===== src/hdl/axil_bus_pkg.sv =====
// Upstream AXI-lite bus definitions, imported by every module that faces the S_AXI port
`default_nettype none

package axil_bus_pkg;

	//////////////////////////////////////////////////////////////////////
	// Bus geometry
	//////////////////////////////////////////////////////////////////////

	// Data width is fixed, the byte lane layout depends on it
	localparam int AXIL_DW = 32;
	// One write strobe per byte lane
	localparam int AXIL_SW = AXIL_DW / 8;
	// Byte offset bits below the word index
	localparam int ADDR_LSBS = 2;

	//////////////////////////////////////////////////////////////////////
	// Field types
	//////////////////////////////////////////////////////////////////////

	typedef logic [1:0]         axil_resp_t;
	typedef logic [2:0]         axil_prot_t;
	typedef logic [AXIL_DW-1:0] axil_data_t;
	typedef logic [AXIL_SW-1:0] axil_strb_t;

	// One read return, also the word held in the read FIFO
	typedef struct packed {
		axil_data_t data;
		axil_resp_t resp;
	} axil_rbeat_t;

endpackage

`default_nettype wire


===== src/hdl/slave_port_pkg.sv =====
// Simplified slave side definitions: broadcast buses and response codes for the register slaves
`default_nettype none

package slave_port_pkg;

	//////////////////////////////////////////////////////////////////////
	// Broadcast buses
	//////////////////////////////////////////////////////////////////////

	// Sent to every slave, only the strobed one acts on it
	typedef struct packed {
		axil_bus_pkg::axil_prot_t prot;
		axil_bus_pkg::axil_data_t data;
		axil_bus_pkg::axil_strb_t strb;
	} slave_wbus_t;

	// Read side only carries the protection bits
	typedef struct packed {
		axil_bus_pkg::axil_prot_t prot;
	} slave_rbus_t;

	//////////////////////////////////////////////////////////////////////
	// Response codes
	//////////////////////////////////////////////////////////////////////

	localparam axil_bus_pkg::axil_resp_t RESP_OKAY   = 2'b00;
	localparam axil_bus_pkg::axil_resp_t RESP_SLVERR = 2'b10;

endpackage

`default_nettype wire


===== src/hdl/addr_skid_buffer.sv =====
// One-entry skid buffer, keeps AWREADY a plain register while the write path stalls
`default_nettype none

module addr_skid_buffer #(
	parameter int DW = 7
) (
	input  logic          S_AXI_ACLK,
	input  logic          S_AXI_ARESETN,
	// Upstream side
	input  logic          i_valid,
	output logic          o_ready,
	input  logic [DW-1:0] i_data,
	// Downstream side
	output logic          o_valid,
	input  logic          i_ready,
	output logic [DW-1:0] o_data
);

	// Held entry
	logic          r_valid;
	logic [DW-1:0] r_data;

	//////////////////////////////////////////////////////////////////////
	// Entry control
	//////////////////////////////////////////////////////////////////////

	// Catch a beat that arrives while downstream is stalled
	always_ff @(posedge S_AXI_ACLK)
	begin
		if (!S_AXI_ARESETN)
		begin
			r_valid <= 1'b0;
		end
		else if (i_valid && o_ready && !i_ready)
		begin
			r_valid <= 1'b1;
		end
		else if (i_ready)
		begin
			// Held beat drained
			r_valid <= 1'b0;
		end
	end

	// Payload follows the input while the buffer is empty
	always_ff @(posedge S_AXI_ACLK)
	begin
		if (o_ready)
		begin
			r_data <= i_data;
		end
	end

	//////////////////////////////////////////////////////////////////////
	// Outputs
	//////////////////////////////////////////////////////////////////////

	// Ready only depends on the buffer state
	assign o_ready = !r_valid;
	assign o_valid = i_valid || r_valid;
	// Held entry goes first
	assign o_data  = r_valid ? r_data : i_data;

endmodule

`default_nettype wire


===== src/hdl/sync_fifo.sv =====
// Synchronous FIFO with registered output word, used for the B and R return queues
`default_nettype none

module sync_fifo #(
	parameter int BW     = 2,
	parameter int LGFLEN = 3
) (
	input  logic          S_AXI_ACLK,
	input  logic          S_AXI_ARESETN,
	// Write side
	input  logic          i_wr,
	input  logic [BW-1:0] i_data,
	// Read side
	input  logic          i_rd,
	output logic [BW-1:0] o_data,
	output logic          o_empty
);

	localparam int DEPTH = 1 << LGFLEN;

	logic [BW-1:0]   mem [DEPTH];
	// Pointers carry an extra wrap bit
	logic [LGFLEN:0] wr_ptr;
	logic [LGFLEN:0] rd_ptr;
	logic [LGFLEN:0] rd_next;
	logic            do_rd;

	//////////////////////////////////////////////////////////////////////
	// Pointers
	//////////////////////////////////////////////////////////////////////

	// Pops on an empty queue are ignored
	assign do_rd   = i_rd && !o_empty;
	assign rd_next = rd_ptr + {{LGFLEN{1'b0}}, do_rd};

	always_ff @(posedge S_AXI_ACLK)
	begin
		if (!S_AXI_ARESETN)
		begin
			wr_ptr <= '0;
			rd_ptr <= '0;
		end
		else
		begin
			if (i_wr)
			begin
				wr_ptr <= wr_ptr + 1'b1;
			end
			rd_ptr <= rd_next;
		end
	end

	assign o_empty = (wr_ptr == rd_ptr);

	//////////////////////////////////////////////////////////////////////
	// Storage and output word
	//////////////////////////////////////////////////////////////////////

	always_ff @(posedge S_AXI_ACLK)
	begin
		if (i_wr)
		begin
			mem[wr_ptr[LGFLEN-1:0]] <= i_data;
		end
	end

	// Output always shows the head entry
	// Bypass when the entry being written becomes the new head
	always_ff @(posedge S_AXI_ACLK)
	begin
		if (i_wr && (wr_ptr == rd_next))
		begin
			o_data <= i_data;
		end
		else
		begin
			o_data <= mem[rd_next[LGFLEN-1:0]];
		end
	end

endmodule

`default_nettype wire


===== src/hdl/axil_single_write.sv =====
// Write path of the splitter: turns AW and W into a slave strobe and queues the BRESP
`default_nettype none

module axil_single_write #(
	parameter int NS     = 16,
	parameter int IW     = 4,
	parameter int LGFLEN = 3
) (
	input  logic                                 S_AXI_ACLK,
	input  logic                                 S_AXI_ARESETN,
	// Write address, index only
	input  logic                                 i_awvalid,
	input  logic [IW-1:0]                        i_awidx,
	input  axil_bus_pkg::axil_prot_t             i_awprot,
	output logic                                 o_awready,
	// Write data
	input  logic                                 i_wvalid,
	input  axil_bus_pkg::axil_data_t             i_wdata,
	input  axil_bus_pkg::axil_strb_t             i_wstrb,
	output logic                                 o_wready,
	// Write response
	input  logic                                 i_bready,
	output logic                                 o_bvalid,
	output axil_bus_pkg::axil_resp_t             o_bresp,
	// Slave side
	output logic [NS-1:0]                        o_m_awvalid,
	output slave_port_pkg::slave_wbus_t          o_m_wbus,
	input  axil_bus_pkg::axil_resp_t [NS-1:0]    i_m_bresp
);
	import axil_bus_pkg::*;
	import slave_port_pkg::*;

	localparam int SKW = IW + $bits(axil_prot_t);

	logic [SKW-1:0]  aw_data;
	logic            aw_valid;
	logic            aw_ready;
	logic            aw_accept;
	logic            w_fire;
	logic            b_fire;
	logic            b_empty;
	// Held select and its address
	logic            wready_q;
	logic [NS-1:0]   sel_q;
	axil_prot_t      prot_q;
	logic [IW-1:0]   windex;
	// Response pipeline, index and valid
	logic            b_wait;
	logic [IW-1:0]   bindex;
	logic            b_push;
	axil_resp_t      b_resp_q;
	// Outstanding writes
	logic [LGFLEN:0] count;
	logic            bfull;

	//////////////////////////////////////////////////////////////////////
	// Address intake and slave select
	//////////////////////////////////////////////////////////////////////

	addr_skid_buffer #(
		.DW(SKW)
	) u_awskid (
		.S_AXI_ACLK   (S_AXI_ACLK),
		.S_AXI_ARESETN(S_AXI_ARESETN),
		.i_valid      (i_awvalid),
		.o_ready      (o_awready),
		.i_data       ({i_awprot, i_awidx}),
		.o_valid      (aw_valid),
		.i_ready      (aw_ready),
		.o_data       (aw_data)
	);

	// Drain only once the previous W is done and the queue has room
	assign aw_ready  = (!wready_q || i_wvalid) && !bfull;
	assign aw_accept = aw_valid && aw_ready;
	assign w_fire    = i_wvalid && wready_q;

	always_ff @(posedge S_AXI_ACLK)
	begin
		if (!S_AXI_ARESETN)
		begin
			wready_q <= 1'b0;
			sel_q    <= '0;
		end
		else if (aw_accept)
		begin
			wready_q <= 1'b1;
			sel_q    <= {{(NS-1){1'b0}}, 1'b1} << aw_data[IW-1:0];
		end
		else if (i_wvalid)
		begin
			// W handshake ends the select
			wready_q <= 1'b0;
			sel_q    <= '0;
		end
	end

	always_ff @(posedge S_AXI_ACLK)
	begin
		if (aw_accept)
		begin
			prot_q <= aw_data[IW +: $bits(axil_prot_t)];
			windex <= aw_data[IW-1:0];
		end
	end

	// Strobe fires together with WVALID, W payload broadcast
	assign o_m_awvalid   = i_wvalid ? sel_q : '0;
	assign o_wready      = wready_q;
	assign o_m_wbus.prot = prot_q;
	assign o_m_wbus.data = i_wdata;
	assign o_m_wbus.strb = i_wstrb;

	//////////////////////////////////////////////////////////////////////
	// BRESP pipeline
	//////////////////////////////////////////////////////////////////////

	always_ff @(posedge S_AXI_ACLK)
	begin
		if (!S_AXI_ARESETN)
		begin
			b_wait   <= 1'b0;
			b_push   <= 1'b0;
			b_resp_q <= RESP_OKAY;
		end
		else
		begin
			b_wait   <= w_fire;
			b_push   <= b_wait;
			// Slave answer is valid the cycle after its strobe
			b_resp_q <= i_m_bresp[bindex];
		end
	end

	always_ff @(posedge S_AXI_ACLK)
	begin
		bindex <= windex;
	end

	//////////////////////////////////////////////////////////////////////
	// Outstanding count and response queue
	//////////////////////////////////////////////////////////////////////

	assign b_fire = o_bvalid && i_bready;

	always_ff @(posedge S_AXI_ACLK)
	begin
		if (!S_AXI_ARESETN)
		begin
			count <= '0;
			bfull <= 1'b0;
		end
		else if (aw_accept && !b_fire)
		begin
			count <= count + 1'b1;
			bfull <= &count[LGFLEN-1:0];
		end
		else if (b_fire && !aw_accept)
		begin
			count <= count - 1'b1;
			bfull <= 1'b0;
		end
	end

	sync_fifo #(
		.BW    ($bits(axil_resp_t)),
		.LGFLEN(LGFLEN)
	) u_bfifo (
		.S_AXI_ACLK   (S_AXI_ACLK),
		.S_AXI_ARESETN(S_AXI_ARESETN),
		.i_wr         (b_push),
		.i_data       (b_resp_q),
		.i_rd         (b_fire),
		.o_data       (o_bresp),
		.o_empty      (b_empty)
	);

	assign o_bvalid = !b_empty;

endmodule

`default_nettype wire


===== src/hdl/axil_single_read.sv =====
// Read path of the splitter: strobes the addressed slave and queues its data and RRESP
`default_nettype none

module axil_single_read #(
	parameter int NS     = 16,
	parameter int IW     = 4,
	parameter int LGFLEN = 3
) (
	input  logic                                 S_AXI_ACLK,
	input  logic                                 S_AXI_ARESETN,
	// Read address, index only
	input  logic                                 i_arvalid,
	input  logic [IW-1:0]                        i_aridx,
	input  axil_bus_pkg::axil_prot_t             i_arprot,
	output logic                                 o_arready,
	// Read return
	input  logic                                 i_rready,
	output logic                                 o_rvalid,
	output axil_bus_pkg::axil_rbeat_t            o_rbeat,
	// Slave side
	output logic [NS-1:0]                        o_m_arvalid,
	output slave_port_pkg::slave_rbus_t          o_m_rbus,
	input  axil_bus_pkg::axil_rbeat_t [NS-1:0]   i_m_rbeat
);
	import axil_bus_pkg::*;
	import slave_port_pkg::*;

	logic            ar_fire;
	logic            r_fire;
	logic            r_empty;
	logic [NS-1:0]   arvalid_q;
	axil_prot_t      prot_q;
	// Three-stage valid pipeline with the index alongside
	logic            r_wait;
	logic            r_valid;
	logic            r_push;
	logic [IW-1:0]   rindex;
	logic [IW-1:0]   last_rindex;
	axil_rbeat_t     beat_q;
	// Outstanding reads
	logic [LGFLEN:0] count;
	logic            rfull;

	//////////////////////////////////////////////////////////////////////
	// Slave strobe
	//////////////////////////////////////////////////////////////////////

	assign ar_fire = i_arvalid && o_arready;

	// One cycle strobe per accepted address
	always_ff @(posedge S_AXI_ACLK)
	begin
		if (!S_AXI_ARESETN)
		begin
			arvalid_q <= '0;
			r_wait    <= 1'b0;
		end
		else if (ar_fire)
		begin
			arvalid_q <= {{(NS-1){1'b0}}, 1'b1} << i_aridx;
			r_wait    <= 1'b1;
		end
		else
		begin
			arvalid_q <= '0;
			r_wait    <= 1'b0;
		end
	end

	always_ff @(posedge S_AXI_ACLK)
	begin
		if (ar_fire)
		begin
			prot_q <= i_arprot;
			rindex <= i_aridx;
		end
	end

	assign o_m_arvalid   = arvalid_q;
	assign o_m_rbus.prot = prot_q;

	//////////////////////////////////////////////////////////////////////
	// Return pipeline
	//////////////////////////////////////////////////////////////////////

	always_ff @(posedge S_AXI_ACLK)
	begin
		if (!S_AXI_ARESETN)
		begin
			r_valid <= 1'b0;
			r_push  <= 1'b0;
			beat_q  <= '{data: '0, resp: RESP_OKAY};
		end
		else
		begin
			r_valid <= r_wait;
			r_push  <= r_valid;
			// Beat of the slave strobed one cycle earlier
			beat_q  <= i_m_rbeat[last_rindex];
		end
	end

	always_ff @(posedge S_AXI_ACLK)
	begin
		last_rindex <= rindex;
	end

	//////////////////////////////////////////////////////////////////////
	// Outstanding count and read queue
	//////////////////////////////////////////////////////////////////////

	assign r_fire = o_rvalid && i_rready;

	always_ff @(posedge S_AXI_ACLK)
	begin
		if (!S_AXI_ARESETN)
		begin
			count <= '0;
			rfull <= 1'b0;
		end
		else if (ar_fire && !r_fire)
		begin
			count <= count + 1'b1;
			rfull <= &count[LGFLEN-1:0];
		end
		else if (r_fire && !ar_fire)
		begin
			count <= count - 1'b1;
			rfull <= 1'b0;
		end
	end

	// Room for one more read in flight
	assign o_arready = !rfull;

	sync_fifo #(
		.BW    ($bits(axil_rbeat_t)),
		.LGFLEN(LGFLEN)
	) u_rfifo (
		.S_AXI_ACLK   (S_AXI_ACLK),
		.S_AXI_ARESETN(S_AXI_ARESETN),
		.i_wr         (r_push),
		.i_data       (beat_q),
		.i_rd         (r_fire),
		.o_data       (o_rbeat),
		.o_empty      (r_empty)
	);

	assign o_rvalid = !r_empty;

endmodule

`default_nettype wire


===== src/hdl/axil_single.sv =====
// Top of the AXI-lite splitter, connect S_AXI upstream and NS single-register slaves below
`default_nettype none

module axil_single #(
	parameter int  NS     = 16,
	parameter int  LGFLEN = 3,
	localparam int IW     = $clog2(NS)
) (
	input  logic                                     S_AXI_ACLK,
	input  logic                                     S_AXI_ARESETN,
	// Write address
	input  logic                                     i_s_awvalid,
	input  logic [IW+axil_bus_pkg::ADDR_LSBS-1:0]    i_s_awaddr,
	input  axil_bus_pkg::axil_prot_t                 i_s_awprot,
	output logic                                     o_s_awready,
	// Write data
	input  logic                                     i_s_wvalid,
	input  axil_bus_pkg::axil_data_t                 i_s_wdata,
	input  axil_bus_pkg::axil_strb_t                 i_s_wstrb,
	output logic                                     o_s_wready,
	// Write response
	output logic                                     o_s_bvalid,
	output axil_bus_pkg::axil_resp_t                 o_s_bresp,
	input  logic                                     i_s_bready,
	// Read address
	input  logic                                     i_s_arvalid,
	input  logic [IW+axil_bus_pkg::ADDR_LSBS-1:0]    i_s_araddr,
	input  axil_bus_pkg::axil_prot_t                 i_s_arprot,
	output logic                                     o_s_arready,
	// Read return
	output logic                                     o_s_rvalid,
	output axil_bus_pkg::axil_rbeat_t                o_s_rbeat,
	input  logic                                     i_s_rready,
	// Slave ports
	output logic [NS-1:0]                            o_m_awvalid,
	output slave_port_pkg::slave_wbus_t              o_m_wbus,
	input  axil_bus_pkg::axil_resp_t [NS-1:0]        i_m_bresp,
	output logic [NS-1:0]                            o_m_arvalid,
	output slave_port_pkg::slave_rbus_t              o_m_rbus,
	input  axil_bus_pkg::axil_rbeat_t [NS-1:0]       i_m_rbeat
);
	import axil_bus_pkg::*;

	// Word index selects the slave, byte offset is dropped
	logic [IW-1:0] awidx;
	logic [IW-1:0] aridx;

	assign awidx = i_s_awaddr[IW+ADDR_LSBS-1:ADDR_LSBS];
	assign aridx = i_s_araddr[IW+ADDR_LSBS-1:ADDR_LSBS];

	//////////////////////////////////////////////////////////////////////
	// Write side
	//////////////////////////////////////////////////////////////////////

	axil_single_write #(
		.NS    (NS),
		.IW    (IW),
		.LGFLEN(LGFLEN)
	) u_write (
		.S_AXI_ACLK   (S_AXI_ACLK),
		.S_AXI_ARESETN(S_AXI_ARESETN),
		.i_awvalid    (i_s_awvalid),
		.i_awidx      (awidx),
		.i_awprot     (i_s_awprot),
		.o_awready    (o_s_awready),
		.i_wvalid     (i_s_wvalid),
		.i_wdata      (i_s_wdata),
		.i_wstrb      (i_s_wstrb),
		.o_wready     (o_s_wready),
		.i_bready     (i_s_bready),
		.o_bvalid     (o_s_bvalid),
		.o_bresp      (o_s_bresp),
		.o_m_awvalid  (o_m_awvalid),
		.o_m_wbus     (o_m_wbus),
		.i_m_bresp    (i_m_bresp)
	);

	//////////////////////////////////////////////////////////////////////
	// Read side
	//////////////////////////////////////////////////////////////////////

	axil_single_read #(
		.NS    (NS),
		.IW    (IW),
		.LGFLEN(LGFLEN)
	) u_read (
		.S_AXI_ACLK   (S_AXI_ACLK),
		.S_AXI_ARESETN(S_AXI_ARESETN),
		.i_arvalid    (i_s_arvalid),
		.i_aridx      (aridx),
		.i_arprot     (i_s_arprot),
		.o_arready    (o_s_arready),
		.i_rready     (i_s_rready),
		.o_rvalid     (o_s_rvalid),
		.o_rbeat      (o_s_rbeat),
		.o_m_arvalid  (o_m_arvalid),
		.o_m_rbus     (o_m_rbus),
		.i_m_rbeat    (i_m_rbeat)
	);

endmodule

`default_nettype wire


===== config.mk =====
export PLATFORM = sky130hd
export DESIGN_NAME = axil_single
export DESIGN_NICKNAME = d
export VERILOG_FILES = /design/src/hdl/axil_bus_pkg.sv /design/src/hdl/slave_port_pkg.sv /design/src/hdl/addr_skid_buffer.sv /design/src/hdl/sync_fifo.sv /design/src/hdl/axil_single_write.sv /design/src/hdl/axil_single_read.sv /design/src/hdl/axil_single.sv
export SDC_FILE = /design/constraint.sdc
export NUM_CORES = 1
export LEC_CHECK = 0
export BUFFER_PORTS_ARGS = -buffer_cell sky130_fd_sc_hd__buf_2
export CAP_MARGIN = 0
export CORE_AREA = 3 3 289 291
export CTS_CLUSTER_SIZE = 12
export DETAILED_ROUTE_END_ITERATION = 6
export DIE_AREA = 0 0 292 294
export SYNTH_ARGS = -nofsm -noshare
export SYNTH_HDL_FRONTEND = slang
export SYNTH_SLANG_ARGS = --single-unit

===== constraint.sdc =====
create_clock -name S_AXI_ACLK -period 8.05 [get_ports S_AXI_ACLK]
set_clock_uncertainty 0.05 [all_clocks]
set_input_delay 1.2075 -clock S_AXI_ACLK [delete_from_list [all_inputs] [get_ports S_AXI_ACLK]]
set_output_delay 1.2075 -clock S_AXI_ACLK [all_outputs]
set_load 0.01 [all_outputs]

==> metrics list <==
- Share of synthesized area spent on multiplexers: 0.305
- Starting density of the core: 0.265
- Dominant combinational cell family by area after synthesis: multiplexers
- Most used DFF post-synth: sky130_fd_sc_hd__edfxtp_1
* Number of global-route vias before repair: 15000
* Origin of the critical flop-to-flop path: u_read.u_rfifo.wr_ptr[2]
- Initial antenna violation count: 17
- Counting flops with an async set or reset pin after synthesis yields a share of 0.
* Summed instance area of the synthesized netlist: ~0.021 sq mm
* Leakage power summed over all cells: 0.0104 uW
* PostCTS Resize Cnt: 0
- Clock-pin transition on the worst setup and hold timing paths: 0.06 ns
- In the routed design, unresolved DRC markers number 0.
* Critical path type: register to register
- Number of CTS-inserted buffers: 46
- The number of slew-limit violations in the final report came to 0.
- Across the VDD grid, the largest voltage drop is approximately 0.13 mV.
* TritonCTS clock tree: built
* Area of the die: 0.0858 sq mm
- Cells along the critical path: xor2_1, or4_1, and2_1, ha_4, ha_2, buf_4, xnor2_1, nand3_1, nor3_4, buf_4, mux2_2
- The smallest clock period supported by the final layout is computed as 4.43 ns.
- Area added between synthesis and finish: 26.3%
* Fillers: 7952
- After floorplanning, the core was sized to cover around 0.08 sq mm.
* Number of instances in the synthesized netlist: roughly 1200
- Simple logic cell fraction of the synthesized area: 0.0461
- For this design, the slowest cell found on the critical path is sky130_fd_sc_hd__buf_4.
- Result of the run: finished, final reports clean
- The critical path starts at u_read.u_rfifo.wr_ptr[2].
- The complex-gate fraction of the synthesized area came to 0.0277.
- Share of the cycle needed by the critical path after routing: 0.550
* Cell with the most instances on the worst path: sky130_fd_sc_hd__buf_4
- Critical Path Source Type: register
- On the worst path, the slowest cell contributes a delay of just over 0.7 ns.
- Of the total synthesized cell area, the portion taken by XOR and XNOR cells is 0.0130.
* Buffers added on ports: ~680
* Worst hold start: u_write.windex[3]
- Measured on the finished design, the core utilization comes to 0.335.
- Row generation in the floorplan step produced 104 rows.
- In this run, the number of DRC markers left after iteration 0 of detailed routing was 1110.
- In this run the horizontal extent of the chip is 292 microns.
* Worst path arrival time: 4.82 ns
* Ports placed on the boundary: 752
* Worst EP required: 8.44 ns
* Total negative slack: 0 ns
* Weighted congestion at the end of routability-driven global placement: 0.970
- After detailed routing, the number of vias per cell comes to a little under 5.
- The first global-routing pass estimated 120 mm of wire.
- Worst min-delay path category: register to register
* Unrepaired setup endpoints after global routing: false
- After detailed routing, the average wire length per cell comes to roughly 30 microns.
* Remaining max-slew budget at the tightest pin: 0.321
- At the later pin of the worst-skew pair, clock insertion delay measures 0.59 ns.
* Number of nets in the layout: 2513
- Hold timing on the final database bottoms out at a slack of between 0.2 and 0.3 ns.
- Number of enable flip-flop cells after synthesis: 302
* Hold-fix buffer count after cts: 0
- Counting every net in the synthesized netlist gives about 1900.
* Synth Area in Adders: 0.00655
- Power density over the cells: 200 mW/mm^2
* Kind of end point of the critical path: register
- Htree depth: 2
* Total setup buffers inserted after CTS: 0
* Transition at the pin with the smallest max-transition slack: 1.02 ns
* Mean post-synth cell area: 17.3 sq um
* First-pass DRT Iterations: 5
- Total of endpoints with negative setup slack in the final report: 0
* Largest cells by area after synthesis: sky130_fd_sc_hd__edfxtp_1 42%, sky130_fd_sc_hd__mux4_2 17%, sky130_fd_sc_hd__dfxtp_1 14%
- Yosys printed 0 warnings.
- Flops & latches, synth: 452
- Timing would allow up to 226 MHz.
- Synth unique cells: between 40 and 50
- Clock tree synthesis found a total of 452 sinks.
- CTS root buffer: sky130_fd_sc_hd__clkbuf_16
* Max capacitance violation total: 0
* Antenna-violating nets left: 0
* Largest net degree at the start of global routing: 95
- Measured along the y axis, the die boundary spans roughly 290 microns.
- The share of synthesized area in the top cell type comes to 0.424.
- The share of the Yosys chip area taken by registers is 0.564.
- Final hold viol count: 0
- For this block, the via count after detailed routing is 14400.
* Total grt overflow: 0
- Detailed placement finished with a half-perimeter wire length of 71.7 mm.
- Cell taking the most area after synthesis: sky130_fd_sc_hd__edfxtp_1
* Layout cell share with drive strength beyond 1: 0.534
* CTS max path bufs: 3
- The design draws 5400 uW.
* Largest fanout of any net on the critical path: 70
- The routed design has ~90 mm of wire.
- Across every metal layer, demand over resource in global routing totals 0.201.
cells by family after synthesis:
family / after synthesis
xor gates and xnor gates: 28
and+or+nand+nor: 182
buffers and inverters: 131
muxes: 360
adders and majority gates: 10
AOI/OAI and AO/OA: 78
DFF: 452
routing by layer:
layer / track usage / routed length, microns / up-vias
met2: 0.336 / 43200 / 621
met4: 0.0548 / 2710 / 14
met5: 0.0183 / 305 / -
met1: 0.242 / 34600 / 7379
li1: - / - / 6268
met3: 0.0773 / 8610 / 108
critical path: cells and delay by family (launching register included):
family / cells / cell delay, ns
DFF: 1 / 0.56
and+or+nand+nor: 4 / 1.09
adders and majority gates: 2 / 0.48
xor gates and xnor gates: 2 / 0.31
muxes: 1 / 0.41
buffers and inverters: 2 / 1.35
area by class of cell:
type,count,area [sq um],share of cell area
clock buffer,78,1320,0.0489
tap,1060,1330,0.0491
sequential,452,12100,0.447
inverter,11,41.3,0.00153
multi-input combinational,658,8600,0.318
timing repair buffer,697,3560,0.132
clock inverter,8,98.8,0.00366
antenna,4,10.0,0.000370
worst paths after layout:
| path | cells past startpoint | to | slack, ns |
|---|---|---|---|
| hold / removal | 0 | u_write.bindex[3] | 0.29 |
| setup / recovery | 11 | u_read.u_rfifo.o_data[1] | 3.62 |
| hold reg to reg | 0 | u_write.bindex[3] | 0.29 |
| setup reg to reg | 11 | u_read.u_rfifo.o_data[1] | 3.62 |
report_power, final:
group / switching, uW / internal, uW
registers: 95.4 / 2570
logic: 339 / 389
clock network: 882 / 1130
total: 1320 / 4090
sequential cells by signal (all words and copies together), names as in the netlist, 2 cells and up:
signal                   flops
u_write.u_bfifo.mem         16
u_read.u_rfifo.rd_ptr        4
u_write.prot_q               3
u_write.u_bfifo.o_data       2
u_write.u_bfifo.rd_ptr       4
u_read.o_m_arvalid          16
u_write.u_bfifo.wr_ptr       4
u_read.rindex                4
u_write.windex               4
u_write.sel_q               16
u_read.last_rindex           4
u_write.bindex               4
u_write.u_awskid.r_data      7
u_read.beat_q               34
u_read.u_rfifo.o_data       34
u_read.u_rfifo.wr_ptr        4
u_write.count                3
u_read.u_rfifo.mem         272
u_write.b_resp_q             2
u_read.o_m_rbus              3
u_read.count                 3
per-stage QoR:
stage | setup slack, ns | instance area [sq um] | std cells
6_report | 3.62 | 27000 | 2968
5_1_grt | 3.33 | 27000 | 2965
4_1_cts | 3.50 | 27000 | 2964
3_5_place_dp | 3.49 | 25600 | 2878
3_3_place_gp | 3.52 | 25600 | 2878
2_1_floorplan | 4.60 | 21400 | 1241
cell usage in the layout, fill, tap and decap left out, drive strengths merged, types with 2 or more instances in the layout:
cell type / instances
dfxtp: 150
ha: 8
a22o: 4
a22oi: 4
nand2b: 12
a21boi: 4
o211ai: 7
buf: 697
a221o: 4
mux2: 76
nand4: 10
clkbuf: 78
or3: 3
nand2: 35
o21ai: 4
nor2: 33
edfxtp: 302
fa: 2
mux2i: 79
nand3: 5
mux4: 205
nor2b: 25
diode: 4
and3: 5
inv: 13
a32oi: 23
clkinv: 6
o22ai: 25
nor3: 11
xor2: 13
and2: 39
xnor2: 15
Yosys cell counts, types with 23 or more instances:
master                     count
sky130_fd_sc_hd__a32oi_1      23
sky130_fd_sc_hd__buf_4        41
sky130_fd_sc_hd__mux2_4       30
sky130_fd_sc_hd__mux2i_1      78
sky130_fd_sc_hd__mux4_1       41
sky130_fd_sc_hd__nor2b_1      25
sky130_fd_sc_hd__o22ai_1      25
sky130_fd_sc_hd__mux2_2       46
sky130_fd_sc_hd__nand2_1      35
sky130_fd_sc_hd__nor2_1       33
sky130_fd_sc_hd__clkbuf_1     32
sky130_fd_sc_hd__edfxtp_1    302
sky130_fd_sc_hd__and2_1       39
sky130_fd_sc_hd__dfxtp_1     150
sky130_fd_sc_hd__buf_2        30
sky130_fd_sc_hd__mux4_2      164
Power figures use the tool's default switching activity.
